<file path="src/rtl/tcb_pkg.sv">
////////////////////////////////////////////////////////////////////////////
// shared TCB definitions: opcode, decode target and register offset enums,
// the address map of the subsystem and the register block ID value
////////////////////////////////////////////////////////////////////////////

package tcb_pkg;

  // transfer opcode, carried on the wen signal
  typedef enum logic {
    TCB_RD = 1'b0,
    TCB_WR = 1'b1
  } tcb_op_e;

  // decoded target of a request
  typedef enum logic [1:0] {
    TGT_NONE = 2'd0,
    TGT_MEM  = 2'd1,
    TGT_REG  = 2'd2
  } tcb_tgt_e;

  // word offset inside the register block
  typedef enum logic [1:0] {
    REG_ID      = 2'd0,
    REG_CTL     = 2'd1,
    REG_SCRATCH = 2'd2,
    REG_RSVD    = 2'd3
  } tcb_reg_e;

  //////////////////////////////////////////////////////////////////////////
  // address map, byte addresses
  //////////////////////////////////////////////////////////////////////////

  localparam logic [15:0] MEM_BASE = 16'h0000;
  localparam logic [15:0] MEM_SIZE = 16'h0400;
  localparam logic [15:0] REG_BASE = 16'h1000;
  localparam logic [15:0] REG_SIZE = 16'h0010;

  // read-only identification word of the register block
  localparam logic [31:0] REGS_ID = 32'h7cb5_0001;

endpackage

</file>
<file path="src/rtl/tcb_if.sv">
////////////////////////////////////////////////////////////////////////////
// TCB link between design modules: one request per cycle on a vld strobe,
// response on rdt/err a fixed DLY cycles after the accept edge
////////////////////////////////////////////////////////////////////////////

`timescale 1ns/1ns

interface tcb_if #(
  int unsigned AW  = 16,
  int unsigned DW  = 32,
  int unsigned DLY = 2
)(
  input logic bus,
  input logic arst_n
);

  import tcb_pkg::*;

  // byte enable width follows data width
  localparam int unsigned BW = DW/8;

  // request
  logic          vld;
  tcb_op_e       wen;
  logic [AW-1:0] adr;
  logic [BW-1:0] ben;
  logic [DW-1:0] wdt;
  // response, no valid of its own
  logic [DW-1:0] rdt;
  logic          err;

  // manager side drives the request
  modport man (
    input  bus, arst_n,
    output vld, wen, adr, ben, wdt,
    input  rdt, err
  );

  // subordinate side answers it
  modport sub (
    input  bus, arst_n,
    input  vld, wen, adr, ben, wdt,
    output rdt, err
  );

endinterface

</file>
<file path="src/rtl/tcb_regs.sv">
////////////////////////////////////////////////////////////////////////////
// TCB register subordinate: read-only ID, 8-bit CTL driving the ctl port,
// 32-bit SCRATCH, error on ID writes and the reserved slot
////////////////////////////////////////////////////////////////////////////

`timescale 1ns/1ns

module tcb_regs #(
  int unsigned DW  = 32,
  int unsigned BW  = DW/8,
  int unsigned DLY = 2
)(
  tcb_if.sub   sub,
  output logic [7:0] ctl
);

  import tcb_pkg::*;

  if (DLY != sub.DLY) begin : g_dly_check
    $error("%m: DLY does not match the subordinate link");
  end

  // byte offset bits below the word index
  localparam int unsigned OW = $clog2(BW);

  // registers
  logic [7:0]    ctl_q;
  logic [DW-1:0] scratch_q;

  // decode of the current request
  tcb_reg_e      reg_sel;
  logic          bad;
  logic [DW-1:0] rd_val;

  // response pipeline
  logic [DW-1:0] pip_rdt [DLY];
  logic          pip_err [DLY];

  //////////////////////////////////////////////////////////////////////////
  // decode
  //////////////////////////////////////////////////////////////////////////

  always_comb begin
    reg_sel = tcb_reg_e'(sub.adr[OW+1:OW]);
    // ID is read only, reserved slot rejects everything
    bad = (reg_sel == REG_RSVD) || ((reg_sel == REG_ID) && (sub.wen == TCB_WR));
    case (reg_sel)
      REG_ID:      rd_val = DW'(REGS_ID);
      REG_CTL:     rd_val = DW'(ctl_q);
      REG_SCRATCH: rd_val = scratch_q;
      default:     rd_val = '0;
    endcase
  end

  //////////////////////////////////////////////////////////////////////////
  // register writes, at the accept edge
  //////////////////////////////////////////////////////////////////////////

  always_ff @(posedge sub.bus or negedge sub.arst_n) begin
    if (!sub.arst_n) begin
      ctl_q     <= '0;
      scratch_q <= '0;
    end else if (sub.vld && (sub.wen == TCB_WR) && !bad) begin
      case (reg_sel)
        // CTL lives in byte lane 0
        REG_CTL: begin
          if (sub.ben[0]) begin
            ctl_q <= sub.wdt[7:0];
          end
        end
        REG_SCRATCH: begin
          for (int b = 0; b < BW; b++) begin
            if (sub.ben[b]) begin
              scratch_q[8*b +: 8] <= sub.wdt[8*b +: 8];
            end
          end
        end
        default: ;
      endcase
    end
  end

  //////////////////////////////////////////////////////////////////////////
  // response pipeline
  //////////////////////////////////////////////////////////////////////////

  // rdt only loaded for reads, err for any rejected access
  always_ff @(posedge sub.bus or negedge sub.arst_n) begin
    if (!sub.arst_n) begin
      for (int i = 0; i < DLY; i++) begin
        pip_rdt[i] <= '0;
        pip_err[i] <= 1'b0;
      end
    end else begin
      pip_rdt[0] <= (sub.vld && (sub.wen == TCB_RD)) ? rd_val : '0;
      pip_err[0] <= sub.vld && bad;
      for (int i = 1; i < DLY; i++) begin
        pip_rdt[i] <= pip_rdt[i-1];
        pip_err[i] <= pip_err[i-1];
      end
    end
  end

  assign sub.rdt = pip_rdt[DLY-1];
  assign sub.err = pip_err[DLY-1];
  assign ctl     = ctl_q;

endmodule

</file>
<file path="src/flat_wrapper.sv">
// flat-port wrapper written by rule: the top's interface ports become plain ports
module tcb_regs_flat import tcb_pkg::*;
#(
  int unsigned DW  = 32,
  int unsigned BW  = DW/8,
  int unsigned DLY = 2
)
  (ctl, bus, arst_n, sub_vld, sub_wen, sub_adr, sub_ben, sub_wdt, sub_rdt, sub_err);
  tcb_if #(.DW(DW), .DLY(DLY)) sub_i (.bus(bus), .arst_n(arst_n));
  output logic [7:0] ctl;
  input wire logic bus;
  input wire logic arst_n;
  input wire logic [$bits(sub_i.vld)-1:0] sub_vld;
  input wire logic [$bits(sub_i.wen)-1:0] sub_wen;
  input wire logic [$bits(sub_i.adr)-1:0] sub_adr;
  input wire logic [$bits(sub_i.ben)-1:0] sub_ben;
  input wire logic [$bits(sub_i.wdt)-1:0] sub_wdt;
  output wire logic [$bits(sub_i.rdt)-1:0] sub_rdt;
  output wire logic [$bits(sub_i.err)-1:0] sub_err;
  assign sub_i.vld = sub_vld;
  assign sub_i.wen = sub_wen;
  assign sub_i.adr = sub_adr;
  assign sub_i.ben = sub_ben;
  assign sub_i.wdt = sub_wdt;
  assign sub_rdt = sub_i.rdt;
  assign sub_err = sub_i.err;
  tcb_regs #(.DW(DW), .BW(BW), .DLY(DLY)) u_core (.sub(sub_i), .ctl(ctl));
endmodule
</file>
<file path="config.mk">
export PLATFORM = sky130hd
export DESIGN_NAME = tcb_regs_flat
export DESIGN_NICKNAME = d
export VERILOG_FILES = /design/src/rtl/tcb_pkg.sv /design/src/rtl/tcb_if.sv /design/src/rtl/tcb_regs.sv /design/src/flat_wrapper.sv
export SDC_FILE = /design/constraint.sdc
export NUM_CORES = 1
export LEC_CHECK = 0
export BUFFER_PORTS_ARGS = -buffer_cell sky130_fd_sc_hd__buf_2
export CAP_MARGIN = 20
export CORE_UTILIZATION = 52
export CTS_CLUSTER_DIAMETER = 200
export DETAILED_ROUTE_END_ITERATION = 16
export GPL_TIMING_DRIVEN = 0
export PLACE_DENSITY = 0.88
export RECOVER_POWER = 100
export SYNTH_ARGS = -nofsm -noshare
export SYNTH_HDL_FRONTEND = slang
export SYNTH_SLANG_ARGS = --single-unit
</file>
<file path="constraint.sdc">
create_clock -name bus -period 1.01 [get_ports bus]
set_clock_uncertainty 0.05 [all_clocks]
set_input_delay 0.1515 -clock bus [delete_from_list [all_inputs] [get_ports bus]]
set_output_delay 0.1515 -clock bus [all_outputs]
set_load 0.1 [all_outputs]
</file>
* After elaboration in Yosys (flattened, before gate mapping) *
Cells that the tools add are included.

cells by class
  bitwise gates (word level) = 1
  eq/ne operators = 3
  reductions and logical operators = 13
  mux-type cells = 2

operator list
  cell                                                              count
  32-bit case mux with 3 select lines                               1
  32-bit 2-to-1 mux                                                 1
  3-bit AND reduction                                               5
  1-bit logical AND                                                 5
  2-bit == test (second input constant)                             2
  2-bit by 1-bit == test with 1-bit output (second input constant)  1
  2-bit zero test                                                   1
  1-bit zero test                                                   1
  1-bit logical OR                                                  1
  1-bit NOT                                                         1

word-level totals
  input bits = 56
  register bits = 106

* Logic depth before layout (Yosys ltp) *
  word-level depth = 6
  gate-level depth with buffers = 6
  depth with buffers taken out = 3

* Worst setup path after synthesis *
No wires, ideal clock.

  kind = register to register
  from = register u_core.ctl_q[0] (netlist: u_core.ctl[0])
  to = register u_core.pip_rdt[32] in the netlist's numbering
  setup slack = -0.405 ns
  required time = 0.883 ns
  cell stages (with the launch flop) = 4
  arrival time = 1.287 ns
  path through = dfrtp_1 -> inv_1 -> a21o_1 -> a21oi_1

on the way
  word-level cells in the longest chain between the ends = 2

ends and longest elaborated chain
  element                              RTL line        text
  from (decl)                          tcb_regs.sv:27  logic [7:0] ctl_q;
  from (signal assigned)               tcb_regs.sv:68  ctl_q <= sub.wdt[7:0];
  32-bit case mux with 3 select lines  tcb_regs.sv:47  case (reg_sel)
  32-bit 2-to-1 mux                    tcb_regs.sv:95  pip_rdt[0] <= (sub.vld && (sub.wen == TCB_RD)) ? rd_val : '0;
  to (signal, indexed assignment)      tcb_regs.sv:98  pip_rdt[i] <= pip_rdt[i-1];
  to (decl)                            tcb_regs.sv:36  logic [DW-1:0] pip_rdt [DLY];

No other way between the ends.
A chain may end at the register's enable or synchronous reset.

* Worst setup path after layout *
  from = register u_core.ctl_q[5] (netlist: u_core.ctl[5])
  to = output ctl[5]

RTL lines
  element    RTL line            text
  to (decl)  flat_wrapper.sv:10  output logic [7:0] ctl;

No word-level cell between the ends.

==> results_dict.tcl <==
set metrics [dict create \
    area_delta_synth_final_pct 46.1 \
    first_pass_iters 4 \
    violations "negative hold slack, negative setup slack" \
    design_area_um2 5600 \
    multi_input_area_um2 968 \
    rsz0062_at_grt "true" \
    port_buffers 79 \
    cts-root-buf "clkbuf_8" \
    synth_mux_area_share_pct 11.8 \
    synth-compound-area-share_pct 3.20 \
    netlist_area_um2 3830 \
    critPathLaunchType "register" \
    drt_iter0_drc 78 \
    wire_per_inst_um 17.6 \
    die_h_um 87.8 \
    clk_latency_ps 360 \
    initial_core_util_pct 55.2 \
    clkSlewWorstSetupHoldPaths_ps 100 \
    synth_top_family_by_area "multiplexers" \
    outcome "complete, but fails checks" \
    worst_pin_slew_ps 1080 \
    p_per_area_nw_per_um2 1860 \
    coreArea_um2 6940 \
    hp-class "primary input to async pin" \
    path_buf_inv 1 \
    fin_hold_ws_ps -83.2 \
    critPathMaxStageDelay_ps 510 \
    fin_crit_sh_pct 124 \
    totalWireLength_um 8100 \
    final_cell_mix "dfrtp_1, buf_12, buf_2, dlygate4sd3_1, mux2_4" \
    tns_ps -12170 \
    cts_tree "built" \
    hold_buffers 32 \
    layout_commonest_cell "dfrtp_1" \
    dieArea_um2 7710 \
    final_nets 416 \
    fin_ws_ps -238 \
    synthCells 255 \
    ant_nets 0 \
    required_ps 810 \
    fmax_mhz 801 \
    path_cells "buf_12" \
    ys_ff_latch 106 \
    grt-ovfl-total 0 \
    crit_type "register to primary output" \
    power_leakage_uw 0.00272 \
    cts_buffers 9 \
    slew_headroom_pct 27.9 \
    drv_slew 0 \
    seq_area_um2 2680 \
    cap_viol_max_count 0 \
    grt_antenna_before_repair 0 \
    arrival_ps 1050 \
    grt_start_max_net_pins 64 \
    clkSinkCount 106 \
    drc 0 \
    gp_congestion 0.680 \
    drive_above_1_share_pct 48.2 \
    die_x_um 87.8 \
    yosys.cell_types.count 23 \
    htree_levels 3 \
    via_per_inst 4.92 \
    dpl_cell_area_um2 4560 \
    yosys_warnings 0 \
    ir_drop_v 0.00145 \
    vias 2266 \
    rows 30 \
    synth_adder_area_share_pct 0 \
    fillers 344 \
    cp-end-kind "primary output" \
    grt_pass1_wl_um 12600 \
    postLayoutCoreUtil_pct 80.6 \
    finalSetupViolCount 93 \
    synthSimpleGateAreaFrac_pct 7.02 \
    critPathTopFamily "flip-flops" \
    grt_util_all_layers_pct 22.9 \
    hold_violations 43 \
    synth.avg_cell_area_um2 15.0 \
    r2r_slack_ps -160 \
    clockBufferDepth 2 \
    grt_pass1_vias 2438 \
    crit_slowest_cell "dfrtp_4" \
    pin_count 97 \
    period_minus_slack_ps 1250 \
    path_max_fanout 2 \
    hpwlAfterDp_um 4760 \
    synthXorXnorAreaFrac_pct 0 \
    diodes 0 \
    synth_fp_nets 311 \
    yosysSeqAreaShare_pct 69.2 \
]
-- report_power, final --
part / switching (µW) / internal [µW]
Combinational: 1420 / 1280
Sequential: 353 / 4750
Clock: 1470 / 1160
Total: 3240 / 7190
-- kinds of logic (layout without fill, tap and decap cells) --
| group | after synthesis | after routing |
|---|---|---|
| compound gates | 20 | 20 |
| buf+inv | 52 | 162 |
| flops | 106 | 106 |
| mux | 40 | 40 |
| simple gates | 37 | 37 |
-- metrics by stage --
| stage | power, µW | worst slack, ps | cells | hold slack, ps |
|---|---|---|---|---|
| final | 10400 | -238 | 461 | -83.2 |
| after detailed placement | 7110 | -495 | 431 | 124 |
| after global routing | 10800 | -274 | 461 | -3.38 |
| after floorplan | 6630 | -243 | 255 | -194 |
| after global placement | 6990 | -1600 | 430 | 281 |
| after CTS | 10300 | -240 | 458 | -273 |
-- path summary, 6_finish.rpt --
check	depth (start not counted)	to	from
max in group asynchronous	2	u_core.ctl[7]	arst_n
min in group bus	2	u_core.pip_err[1]	sub_vld
min	1	u_core.sub.rdt[30]	arst_n
max	1	ctl[5]	u_core.ctl[5]
min reg2reg	0	u_core.sub.rdt[4]	u_core.pip_rdt[36]
max reg2reg	3	u_core.ctl[7]	u_core.ctl[7]
-- Yosys cell counts --
| master | number | area share [%] |
|---|---|---|
| nand3_2 | 1 | 0.26 |
| inv_1 | 11 | 1.1 |
| buf_4 | 35 | 6.9 |
| or2_1 | 1 | 0.16 |
| buf_6 | 1 | 0.29 |
| clkbuf_1 | 3 | 0.29 |
| a21oi_1 | 11 | 1.4 |
| nor2b_1 | 1 | 0.16 |
| and2b_1 | 1 | 0.20 |
| nand2_1 | 2 | 0.20 |
| mux2_2 | 39 | 11 |
| a21boi_0 | 1 | 0.20 |
| mux2_1 | 1 | 0.29 |
| buf_2 | 2 | 0.26 |
| nor3b_4 | 1 | 0.49 |
| and2_1 | 14 | 2.3 |
| nand4_4 | 3 | 1.7 |
| nor2_1 | 8 | 0.78 |
| a21o_1 | 1 | 0.20 |
| nand2b_1 | 3 | 0.49 |
| nor2_2 | 2 | 0.33 |
| a22oi_1 | 7 | 1.4 |
| dfrtp_1 | 106 | 69 |
-- worst reg2reg max path: stages, from the launching register on --
cell and delay (ps):
dfrtp_4 500, buf_4 140, buf_6 110, mux2_2 260
-- layer usage --
| metal | share of wire [%] | routed length (µm) | track usage (%) |
|---|---|---|---|
| met1 | 37 | 3000 | 25.7 |
| met2 | 58 | 4700 | 42.5 |
| met3 | 3.1 | 253 | 4.43 |
| met4 | 1.8 | 146 | 9.09 |
| met5 | 0 | 0 | 0 |
-- area by class of cell --
| type | count | share of cell area (%) |
|---|---|---|
| Buffer | 9 | 1.77 |
| Clock buffer | 9 | 2.21 |
| Clock inverter | 7 | 1.36 |
| Inverter | 11 | 0.738 |
| Multi-Input combinational cell | 97 | 17.3 |
| Sequential cell | 106 | 47.9 |
| Tap cell | 96 | 2.15 |
| Timing Repair Buffer | 126 | 26.6 |
-- flip-flops by register name, indices dropped and copies added (netlist names) --
name              cells
u_core.pip_rdt       32
u_core.scratch_q     32
u_core.sub.rdt       32
u_core.ctl            8
u_core.pip_err        1
u_core.sub.err        1
-- repair_timing --
item / CTS / global route
setup buffers: 11 / 4
pin swaps: 3 / 2
gates resized for setup: 169 / 9
endpoints found under the setup margin: 78 / 63
hold endpoints to repair: 83 / 43
No activity file was read; power rests on OpenSTA's default activity.
