## config.mk

```make
export PLATFORM = sky130hd
export DESIGN_NAME = tcb_dec_flat
export DESIGN_NICKNAME = d
export VERILOG_FILES = /design/src/rtl/tcb_pkg.sv /design/src/rtl/tcb_if.sv /design/src/rtl/tcb_dec.sv /design/src/flat_wrapper.sv
export SDC_FILE = /design/constraint.sdc
export NUM_CORES = 1
export LEC_CHECK = 0
export BUFFER_PORTS_ARGS = -buffer_cell sky130_fd_sc_hd__buf_4
export CORE_AREA = 2 2 102 104
export DETAILED_ROUTE_END_ITERATION = 16
export DIE_AREA = 0 0 104 106
export SYNTH_ARGS = -nofsm -noshare
export SYNTH_HDL_FRONTEND = slang
export SYNTH_SLANG_ARGS = --single-unit
export TNS_END_PERCENT = 10
```

## constraint.sdc

```tcl
create_clock -name bus -period 4.1 [get_ports bus]
set_clock_uncertainty 0.15 [all_clocks]
set_input_delay 0.41 -clock bus [delete_from_list [all_inputs] [get_ports bus]]
set_output_delay 0.41 -clock bus [all_outputs]
set_load 0.05 [all_outputs]
```

## src/rtl/tcb_pkg.sv

```systemverilog
////////////////////////////////////////////////////////////////////////////
// shared TCB definitions: opcode, decode target and register offset enums,
// the address map of the subsystem and the register block ID value
////////////////////////////////////////////////////////////////////////////

package tcb_pkg;

  // transfer opcode, carried on the wen signal
  typedef enum logic {
    TCB_RD = 1'b0,
    TCB_WR = 1'b1
  } tcb_op_e;

  // decoded target of a request
  typedef enum logic [1:0] {
    TGT_NONE = 2'd0,
    TGT_MEM  = 2'd1,
    TGT_REG  = 2'd2
  } tcb_tgt_e;

  // word offset inside the register block
  typedef enum logic [1:0] {
    REG_ID      = 2'd0,
    REG_CTL     = 2'd1,
    REG_SCRATCH = 2'd2,
    REG_RSVD    = 2'd3
  } tcb_reg_e;

  //////////////////////////////////////////////////////////////////////////
  // address map, byte addresses
  //////////////////////////////////////////////////////////////////////////

  localparam logic [15:0] MEM_BASE = 16'h0000;
  localparam logic [15:0] MEM_SIZE = 16'h0400;
  localparam logic [15:0] REG_BASE = 16'h1000;
  localparam logic [15:0] REG_SIZE = 16'h0010;

  // read-only identification word of the register block
  localparam logic [31:0] REGS_ID = 32'h7cb5_0001;

endpackage

```

## src/rtl/tcb_if.sv

```systemverilog
////////////////////////////////////////////////////////////////////////////
// TCB link between design modules: one request per cycle on a vld strobe,
// response on rdt/err a fixed DLY cycles after the accept edge
////////////////////////////////////////////////////////////////////////////

`timescale 1ns/1ns

interface tcb_if #(
  int unsigned AW  = 16,
  int unsigned DW  = 32,
  int unsigned DLY = 2
)(
  input logic bus,
  input logic arst_n
);

  import tcb_pkg::*;

  // byte enable width follows data width
  localparam int unsigned BW = DW/8;

  // request
  logic          vld;
  tcb_op_e       wen;
  logic [AW-1:0] adr;
  logic [BW-1:0] ben;
  logic [DW-1:0] wdt;
  // response, no valid of its own
  logic [DW-1:0] rdt;
  logic          err;

  // manager side drives the request
  modport man (
    input  bus, arst_n,
    output vld, wen, adr, ben, wdt,
    input  rdt, err
  );

  // subordinate side answers it
  modport sub (
    input  bus, arst_n,
    input  vld, wen, adr, ben, wdt,
    output rdt, err
  );

endinterface

```

## src/rtl/tcb_dec.sv

```systemverilog
////////////////////////////////////////////////////////////////////////////
// TCB address decoder: routes each request to the memory or the register
// block, answers unmapped addresses with err and muxes the responses back
////////////////////////////////////////////////////////////////////////////

`timescale 1ns/1ns

module tcb_dec #(
  int unsigned AW  = 16,
  int unsigned DLY = 2
)(
  tcb_if.sub man,
  tcb_if.man mem,
  tcb_if.man regs
);

  import tcb_pkg::*;

  // DLY must agree with the link and leave room for one stage
  if ((DLY != man.DLY) || (DLY < 1)) begin : g_dly_check
    $error("%m: DLY does not match the manager link or is below 1");
  end

  // decoded target of the current request
  tcb_tgt_e tgt;

  // target pipeline, one entry per cycle
  logic     pip_vld [DLY];
  tcb_tgt_e pip_tgt [DLY];

  //////////////////////////////////////////////////////////////////////////
  // request side
  //////////////////////////////////////////////////////////////////////////

  // offset compare, wraps cleanly for a base of zero
  always_comb begin
    if ((man.adr - AW'(MEM_BASE)) < AW'(MEM_SIZE)) begin
      tgt = TGT_MEM;
    end else if ((man.adr - AW'(REG_BASE)) < AW'(REG_SIZE)) begin
      tgt = TGT_REG;
    end else begin
      tgt = TGT_NONE;
    end
  end

  // memory gets the request only when it is the target
  assign mem.vld  = man.vld && (tgt == TGT_MEM);
  assign mem.wen  = man.wen;
  assign mem.adr  = man.adr;
  assign mem.ben  = man.ben;
  assign mem.wdt  = man.wdt;

  // same for the register block
  assign regs.vld = man.vld && (tgt == TGT_REG);
  assign regs.wen = man.wen;
  assign regs.adr = man.adr;
  assign regs.ben = man.ben;
  assign regs.wdt = man.wdt;

  //////////////////////////////////////////////////////////////////////////
  // target pipeline
  //////////////////////////////////////////////////////////////////////////

  // shifts every cycle, idle cycles enter with vld low
  always_ff @(posedge man.bus or negedge man.arst_n) begin
    if (!man.arst_n) begin
      for (int i = 0; i < DLY; i++) begin
        pip_vld[i] <= 1'b0;
        pip_tgt[i] <= TGT_NONE;
      end
    end else begin
      pip_vld[0] <= man.vld;
      pip_tgt[0] <= tgt;
      for (int i = 1; i < DLY; i++) begin
        pip_vld[i] <= pip_vld[i-1];
        pip_tgt[i] <= pip_tgt[i-1];
      end
    end
  end

  //////////////////////////////////////////////////////////////////////////
  // response mux
  //////////////////////////////////////////////////////////////////////////

  // oldest entry picks the source
  always_comb begin
    man.rdt = '0;
    man.err = 1'b0;
    if (pip_vld[DLY-1]) begin
      case (pip_tgt[DLY-1])
        TGT_MEM: begin
          man.rdt = mem.rdt;
          man.err = mem.err;
        end
        TGT_REG: begin
          man.rdt = regs.rdt;
          man.err = regs.err;
        end
        // unmapped, decoder answers itself
        default: man.err = 1'b1;
      endcase
    end
  end

endmodule

```

## src/flat_wrapper.sv

```systemverilog
// flat-port wrapper written by rule: the top's interface ports become plain ports
module tcb_dec_flat import tcb_pkg::*;
#(
  int unsigned AW  = 16,
  int unsigned DLY = 2
)
  (bus, arst_n, man_vld, man_wen, man_adr, man_ben, man_wdt, man_rdt, man_err, mem_vld, mem_wen, mem_adr, mem_ben, mem_wdt, mem_rdt, mem_err, regs_vld, regs_wen, regs_adr, regs_ben, regs_wdt, regs_rdt, regs_err);
  tcb_if #(.AW(AW), .DLY(DLY)) man_i (.bus(bus), .arst_n(arst_n));
  tcb_if #(.AW(AW), .DLY(DLY)) mem_i (.bus(bus), .arst_n(arst_n));
  tcb_if #(.AW(AW), .DLY(DLY)) regs_i (.bus(bus), .arst_n(arst_n));
  input wire logic bus;
  input wire logic arst_n;
  input wire logic [$bits(man_i.vld)-1:0] man_vld;
  input wire logic [$bits(man_i.wen)-1:0] man_wen;
  input wire logic [$bits(man_i.adr)-1:0] man_adr;
  input wire logic [$bits(man_i.ben)-1:0] man_ben;
  input wire logic [$bits(man_i.wdt)-1:0] man_wdt;
  output wire logic [$bits(man_i.rdt)-1:0] man_rdt;
  output wire logic [$bits(man_i.err)-1:0] man_err;
  output wire logic [$bits(mem_i.vld)-1:0] mem_vld;
  output wire logic [$bits(mem_i.wen)-1:0] mem_wen;
  output wire logic [$bits(mem_i.adr)-1:0] mem_adr;
  output wire logic [$bits(mem_i.ben)-1:0] mem_ben;
  output wire logic [$bits(mem_i.wdt)-1:0] mem_wdt;
  input wire logic [$bits(mem_i.rdt)-1:0] mem_rdt;
  input wire logic [$bits(mem_i.err)-1:0] mem_err;
  output wire logic [$bits(regs_i.vld)-1:0] regs_vld;
  output wire logic [$bits(regs_i.wen)-1:0] regs_wen;
  output wire logic [$bits(regs_i.adr)-1:0] regs_adr;
  output wire logic [$bits(regs_i.ben)-1:0] regs_ben;
  output wire logic [$bits(regs_i.wdt)-1:0] regs_wdt;
  input wire logic [$bits(regs_i.rdt)-1:0] regs_rdt;
  input wire logic [$bits(regs_i.err)-1:0] regs_err;
  assign man_i.vld = man_vld;
  assign man_i.wen = man_wen;
  assign man_i.adr = man_adr;
  assign man_i.ben = man_ben;
  assign man_i.wdt = man_wdt;
  assign man_rdt = man_i.rdt;
  assign man_err = man_i.err;
  assign mem_vld = mem_i.vld;
  assign mem_wen = mem_i.wen;
  assign mem_adr = mem_i.adr;
  assign mem_ben = mem_i.ben;
  assign mem_wdt = mem_i.wdt;
  assign mem_i.rdt = mem_rdt;
  assign mem_i.err = mem_err;
  assign regs_vld = regs_i.vld;
  assign regs_wen = regs_i.wen;
  assign regs_adr = regs_i.adr;
  assign regs_ben = regs_i.ben;
  assign regs_wdt = regs_i.wdt;
  assign regs_i.rdt = regs_rdt;
  assign regs_i.err = regs_err;
  tcb_dec #(.AW(AW), .DLY(DLY)) u_core (.man(man_i), .mem(mem_i), .regs(regs_i));
endmodule
```

# Word-level counts from Yosys, hierarchy flattened
# Cells that the tools add are included.
dict set report word_totals {
  in_bits 122
  elab_cells 19
  output_inout_bits 141
  ff_bits 6
}
dict set report op_classes {
  n_lt_le_gt_ge 2
  reduce_logical 2
  n_addsub 1
  mux 6
  n_eq_ne 4
}
# operator count
set op_table {}
lappend op_table {{one-hot mux 32 bit (2 select lines)} 1}
lappend op_table {{2-to-1 mux 32 bit} 1}
lappend op_table {{< comparator 16 x 11 -> 1 bit (second input constant)} 1}
lappend op_table {{< comparator 16 x 5 -> 1 bit (second input constant)} 1}
lappend op_table {{subtractor 16 x 13 -> 16 bit (second input constant)} 1}
lappend op_table {{equality test 2 x 1 -> 1 bit (second input constant)} 2}
lappend op_table {{equality test 2 bit (second input constant)} 2}
lappend op_table {{2-to-1 mux 2 bit} 2}
lappend op_table {{logical AND 1 bit} 2}
lappend op_table {{one-hot mux 1 bit (2 select lines)} 1}
lappend op_table {{2-to-1 mux 1 bit} 1}

# Logic depth before layout (Yosys ltp)
dict set report logic_depth {
  depth_word 6
  ltp_mapped 6
  ltp_nobuf 4
}

# Least setup slack after synthesis
# OpenSTA, ideal clock, no wires.
dict set report synth_timing {
  path_type {input to output}
  from {in man_adr[13]}
  to {out mem_vld}
  path_buffers 0
  path_slack_ns 1.471
  t_required_ns 3.540
  path_stages 2
  arrival_ns 2.069
  cell_sequence {or4_4 > nor3_1}
}
dict set report synth_via {
  elab_chain_len 6
  elab_cells_between_ends 7
  cone_classes {add/sub: 1; order compare: 2; eq/ne: 1; mux: 2; reduce/logical: 1}
}
# element line_no
set synth_rtl {}
lappend synth_rtl {{from (decl)} flat_wrapper.sv:15} ;# input wire logic [$bits(man_i.adr)-1:0] man_adr;
lappend synth_rtl {{subtractor 16 x 13 -> 16 bit} tcb_dec.sv:39} ;# end else if ((man.adr - AW'(REG_BASE)) < AW'(REG_SIZE)) begin
lappend synth_rtl {{< comparator 16 x 5 -> 1 bit} tcb_dec.sv:39}
lappend synth_rtl {{2-to-1 mux 2 bit} tcb_dec.sv:39}
lappend synth_rtl {{2-to-1 mux 2 bit *} tcb_dec.sv:37} ;# if ((man.adr - AW'(MEM_BASE)) < AW'(MEM_SIZE)) begin
lappend synth_rtl {{equality test 2 x 1 -> 1 bit *} tcb_dec.sv:47} ;# assign mem.vld = man.vld && (tgt == TGT_MEM);
lappend synth_rtl {{logical AND 1 bit *} tcb_dec.sv:47}
lappend synth_rtl {{to (decl)} flat_wrapper.sv:20} ;# output wire logic [$bits(mem_i.vld)-1:0] mem_vld;
# Every way passes the cells marked *; elsewhere a longest branch is shown, timed or not.

# Worst setup path in the final report
dict set report layout_timing {
  from {reg u_core.pip_tgt[1] in the netlist's numbering}
  to {out man_rdt[0]}
}
dict set report layout_via {
  elab_chain_len 3
  elab_cells_between_ends 4
  cone_classes {eq/ne: 2; mux: 2}
}
# element line_no
set layout_rtl {}
lappend layout_rtl {{from (decl)} tcb_dec.sv:29} ;# tcb_tgt_e pip_tgt [DLY];
lappend layout_rtl {{from (signal, indexed assignment)} tcb_dec.sv:76} ;# pip_tgt[i] <= pip_tgt[i-1];
lappend layout_rtl {{equality test 2 bit / equality test 2 x 1 -> 1 bit (equally long branches)} tcb_dec.sv:90} ;# case (pip_tgt[DLY-1])
lappend layout_rtl {{one-hot mux 32 bit (2 select lines) *} tcb_dec.sv:90}
lappend layout_rtl {{2-to-1 mux 32 bit *} tcb_dec.sv:89} ;# if (pip_vld[DLY-1]) begin
lappend layout_rtl {{to (decl)} flat_wrapper.sv:18} ;# output wire logic [$bits(man_i.rdt)-1:0] man_rdt;
# Marks and branches as above.

==> impl_results.md <==
* Status: complete, no violations
* Post-synth ARST share at 100%
* Critical path class: register to output pin
* Post-route DRC violation count at 0
* Pleak at around 0.00085 uW
* Die H at 106 um
* Slack of the critical path at between 1 and 1.5 ns
* Synth warnings at 0
* Post-CTS resize count at 0
* Synthesis-to-finish area growth at 29.1%
* Worst-path maximum fanout at 33
* Fillers at 1135
* Layout cells sized above 1 at about 64%
* Root Buffer: clkbuf_8
* Initial DRC Count at 130
* RSZ-0062 raised after global routing: no
* #FFs+latches synth at 6
* Final core utilization at between 10% and 20%
* Vias/cell at 3.77
* Maximum vdd drop at 65.1 uV
* Pin count of the biggest net entering global routing at 34
* Post-synth top cells: 106 x buf_4, 32 x a22oi_1, 32 x nor2_1
* Max Cap Viol at 0
* Clock sinks at 6
* Worst Path Buf+Inv at 2
* Final setup TNS at 0 ns
* Slew at the pin closest to its max-slew limit at 1.21 ns
* PortBufs at between 100 and 150
* H-tree levels at 1
* Initial core utilization at 14.7%
* Crit end category: output pin
* Post-synth EDFFs at 0
* GPL Wtd Cong at 0.813
* Sequential element share of the synthesized area at between 10 and 15%
* Syn avg cell area at approximately 7.3 um^2
* Most used DFF post-synth: dfrtp_1
* Fmax at 350 MHz
* Hpwl dp at around 3700 um
* Most common cell in the netlist: buf_4
* Global route total overflow at 0
* Max Transition Viols Final at 0
* Final Routed Wirelength at 4520 um
* Synthesized area at 0.00147 mm^2
* Clk buf depth at 2
* Dominant cells by area after synthesis: buf_4 54%, a22oi_1 16%, dfrtp_1 10%
* Routed Antenna Nets at 0
* Chip Width at 104 um
* Wire per inst at about 12 um
* WHS at 0.175 ns
* CP arrival at approximately 2.3 ns
* Core Area at about 0.01 mm^2
* Fin. Hold Viols at 0
* Clk slew on worst S/H paths at 0.03 ns
* Synth unique cells at 16
* Area of the multi-input gates at 475 um^2
* Total CTS buffers at 3
* Slowest stage cell on the critical path: ha_1
* FF+latch area at 150 um^2
* Row cnt at 37
* Critical Path Start Type: register
* Ant diodes at 0
* Crit path cell chain: inv_1, ha_1, a22oi_1, nor2_1, buf_4
* Pwr/cell area at between 150 and 200 mW/mm^2
* Mapped Nets at around 330
* Post-synth top area cell: buf_4
* CTS tree: built
* Hold Buf Count CTS at 1
* Hold Path Class: input port to register
* Post-CTS Repair Setup Buffers at 0
* Post-Place Setup Slack at 1.51 ns
* Synth top area share at roughly 54%
* First-pass DRT Iterations at 4
* Routed via count at 1373
* Setup violators final at 0
* Top delay family on crit path: adder cells
* Post-Synthesis Cells at 202
* Die ar. at ~0.011 mm^2
* Fin crit share at 69.7%
* First-pass GRT wire length at 6600 um
* CP max stage delay at 0.95 ns
* Tot GR Track Use at 7.29%
* Layout Nets at 354
* Number of global-route vias before repair at 1326
* Initial antenna violation count at 0
* Max_slew headroom at 19.3%
* Number of placed I/O pins at 263
* WP data required at 3.54 ns
* Final min period at about 2.9 ns
* Clock Latency Late Sink at 0.22 ns
[cells in the final DEF, fill, tap and decap left out, drive strengths merged]
| master | netlist | routed |
|---|---|---|
| clkbuf | 8 | 3 |
| inv | 2 | 2 |
| dfrtp | 6 | 6 |
| buf | 109 | 139 |
| nor2 | 32 | 32 |
| nor4 | 2 | 2 |
| a221oi | 1 | 1 |
| or3b | 1 | 1 |
| a22oi | 32 | 32 |
| or4 | 2 | 2 |
| dlygate4sd3 | 0 | 1 |
| ha | 2 | 2 |
| nand2b | 2 | 2 |
| nor3 | 2 | 2 |
| nor2b | 1 | 1 |
[registers in the layout, indices dropped and copies added (netlist names)]
register and cells:
u_core.pip_vld 2, u_core.pip_tgt 4
[final timing paths]
| check | startpoint | end | slack (ns) | cells after the start |
|---|---|---|---|---|
| max | u_core.pip_tgt[1]$_DFF_PN0_ | man_rdt[0] | 1.24 | 5 |
| min | man_vld | u_core.pip_vld[1]$_DFF_PN0_ | 0.17 | 1 |
| max reg2reg | u_core.pip_tgt[3]$_DFF_PN0_ | u_core.pip_tgt[1]$_DFF_PN0_ | 3.49 | 0 |
| min reg2reg | u_core.pip_tgt[2]$_DFF_PN0_ | u_core.pip_tgt[0]$_DFF_PN0_ | 0.19 | 0 |
| max in group asynchronous | arst_n | u_core.pip_tgt[2]$_DFF_PN0_ | 3.30 | 2 |
| min in group asynchronous | arst_n | u_core.pip_vld[0]$_DFF_PN0_ | 0.38 | 2 |
[area by class of cell]
cell class / count / share of cell area [%]
sequential: 6 / 7.91
tap: 136 / 8.97
multi-input combinational: 77 / 25.0
inverter: 2 / 0.396
clock buffer: 3 / 2.18
timing repair buffer: 140 / 55.5
[stage by stage]
| step | std cells | total power [uW] | instance area (um^2) |
|---|---|---|---|
| 2_1_floorplan | 202 | 348 | 1470 |
| 3_3_place_gp | 360 | 201 | 1850 |
| 3_5_place_dp | 360 | 202 | 1850 |
| 4_1_cts | 364 | 290 | 1900 |
| 5_1_grt | 364 | 300 | 1900 |
| 6_report | 364 | 285 | 1900 |
[routing by layer]
layer / share of wire, % / track usage [%]
met1: 36 / 7.67
met2: 45 / 12.4
met3: 17 / 4.29
met4: 1.5 / 2.12
met5: 0 / 0
[report_power, final]
part / internal, uW / leakage (uW) / switching (uW)
combinational: 67.1 / 0.000747 / 72.3
clock: 62.7 / 0.0000216 / 21.7
sequential: 60.8 / 0.0000791 / 0.411
total: 191 / 0.000847 / 94.4
[cell families after synthesis]
group | after synthesis | synth area share [%]
buffers and inverters | 119 | 57.4
and+or+nand+nor | 42 | 13.7
AOI/OAI and AO/OA | 33 | 16.9
DFF | 6 | 10.2
adders and majority gates | 2 | 1.70
(Power assumes the default switching activity.)
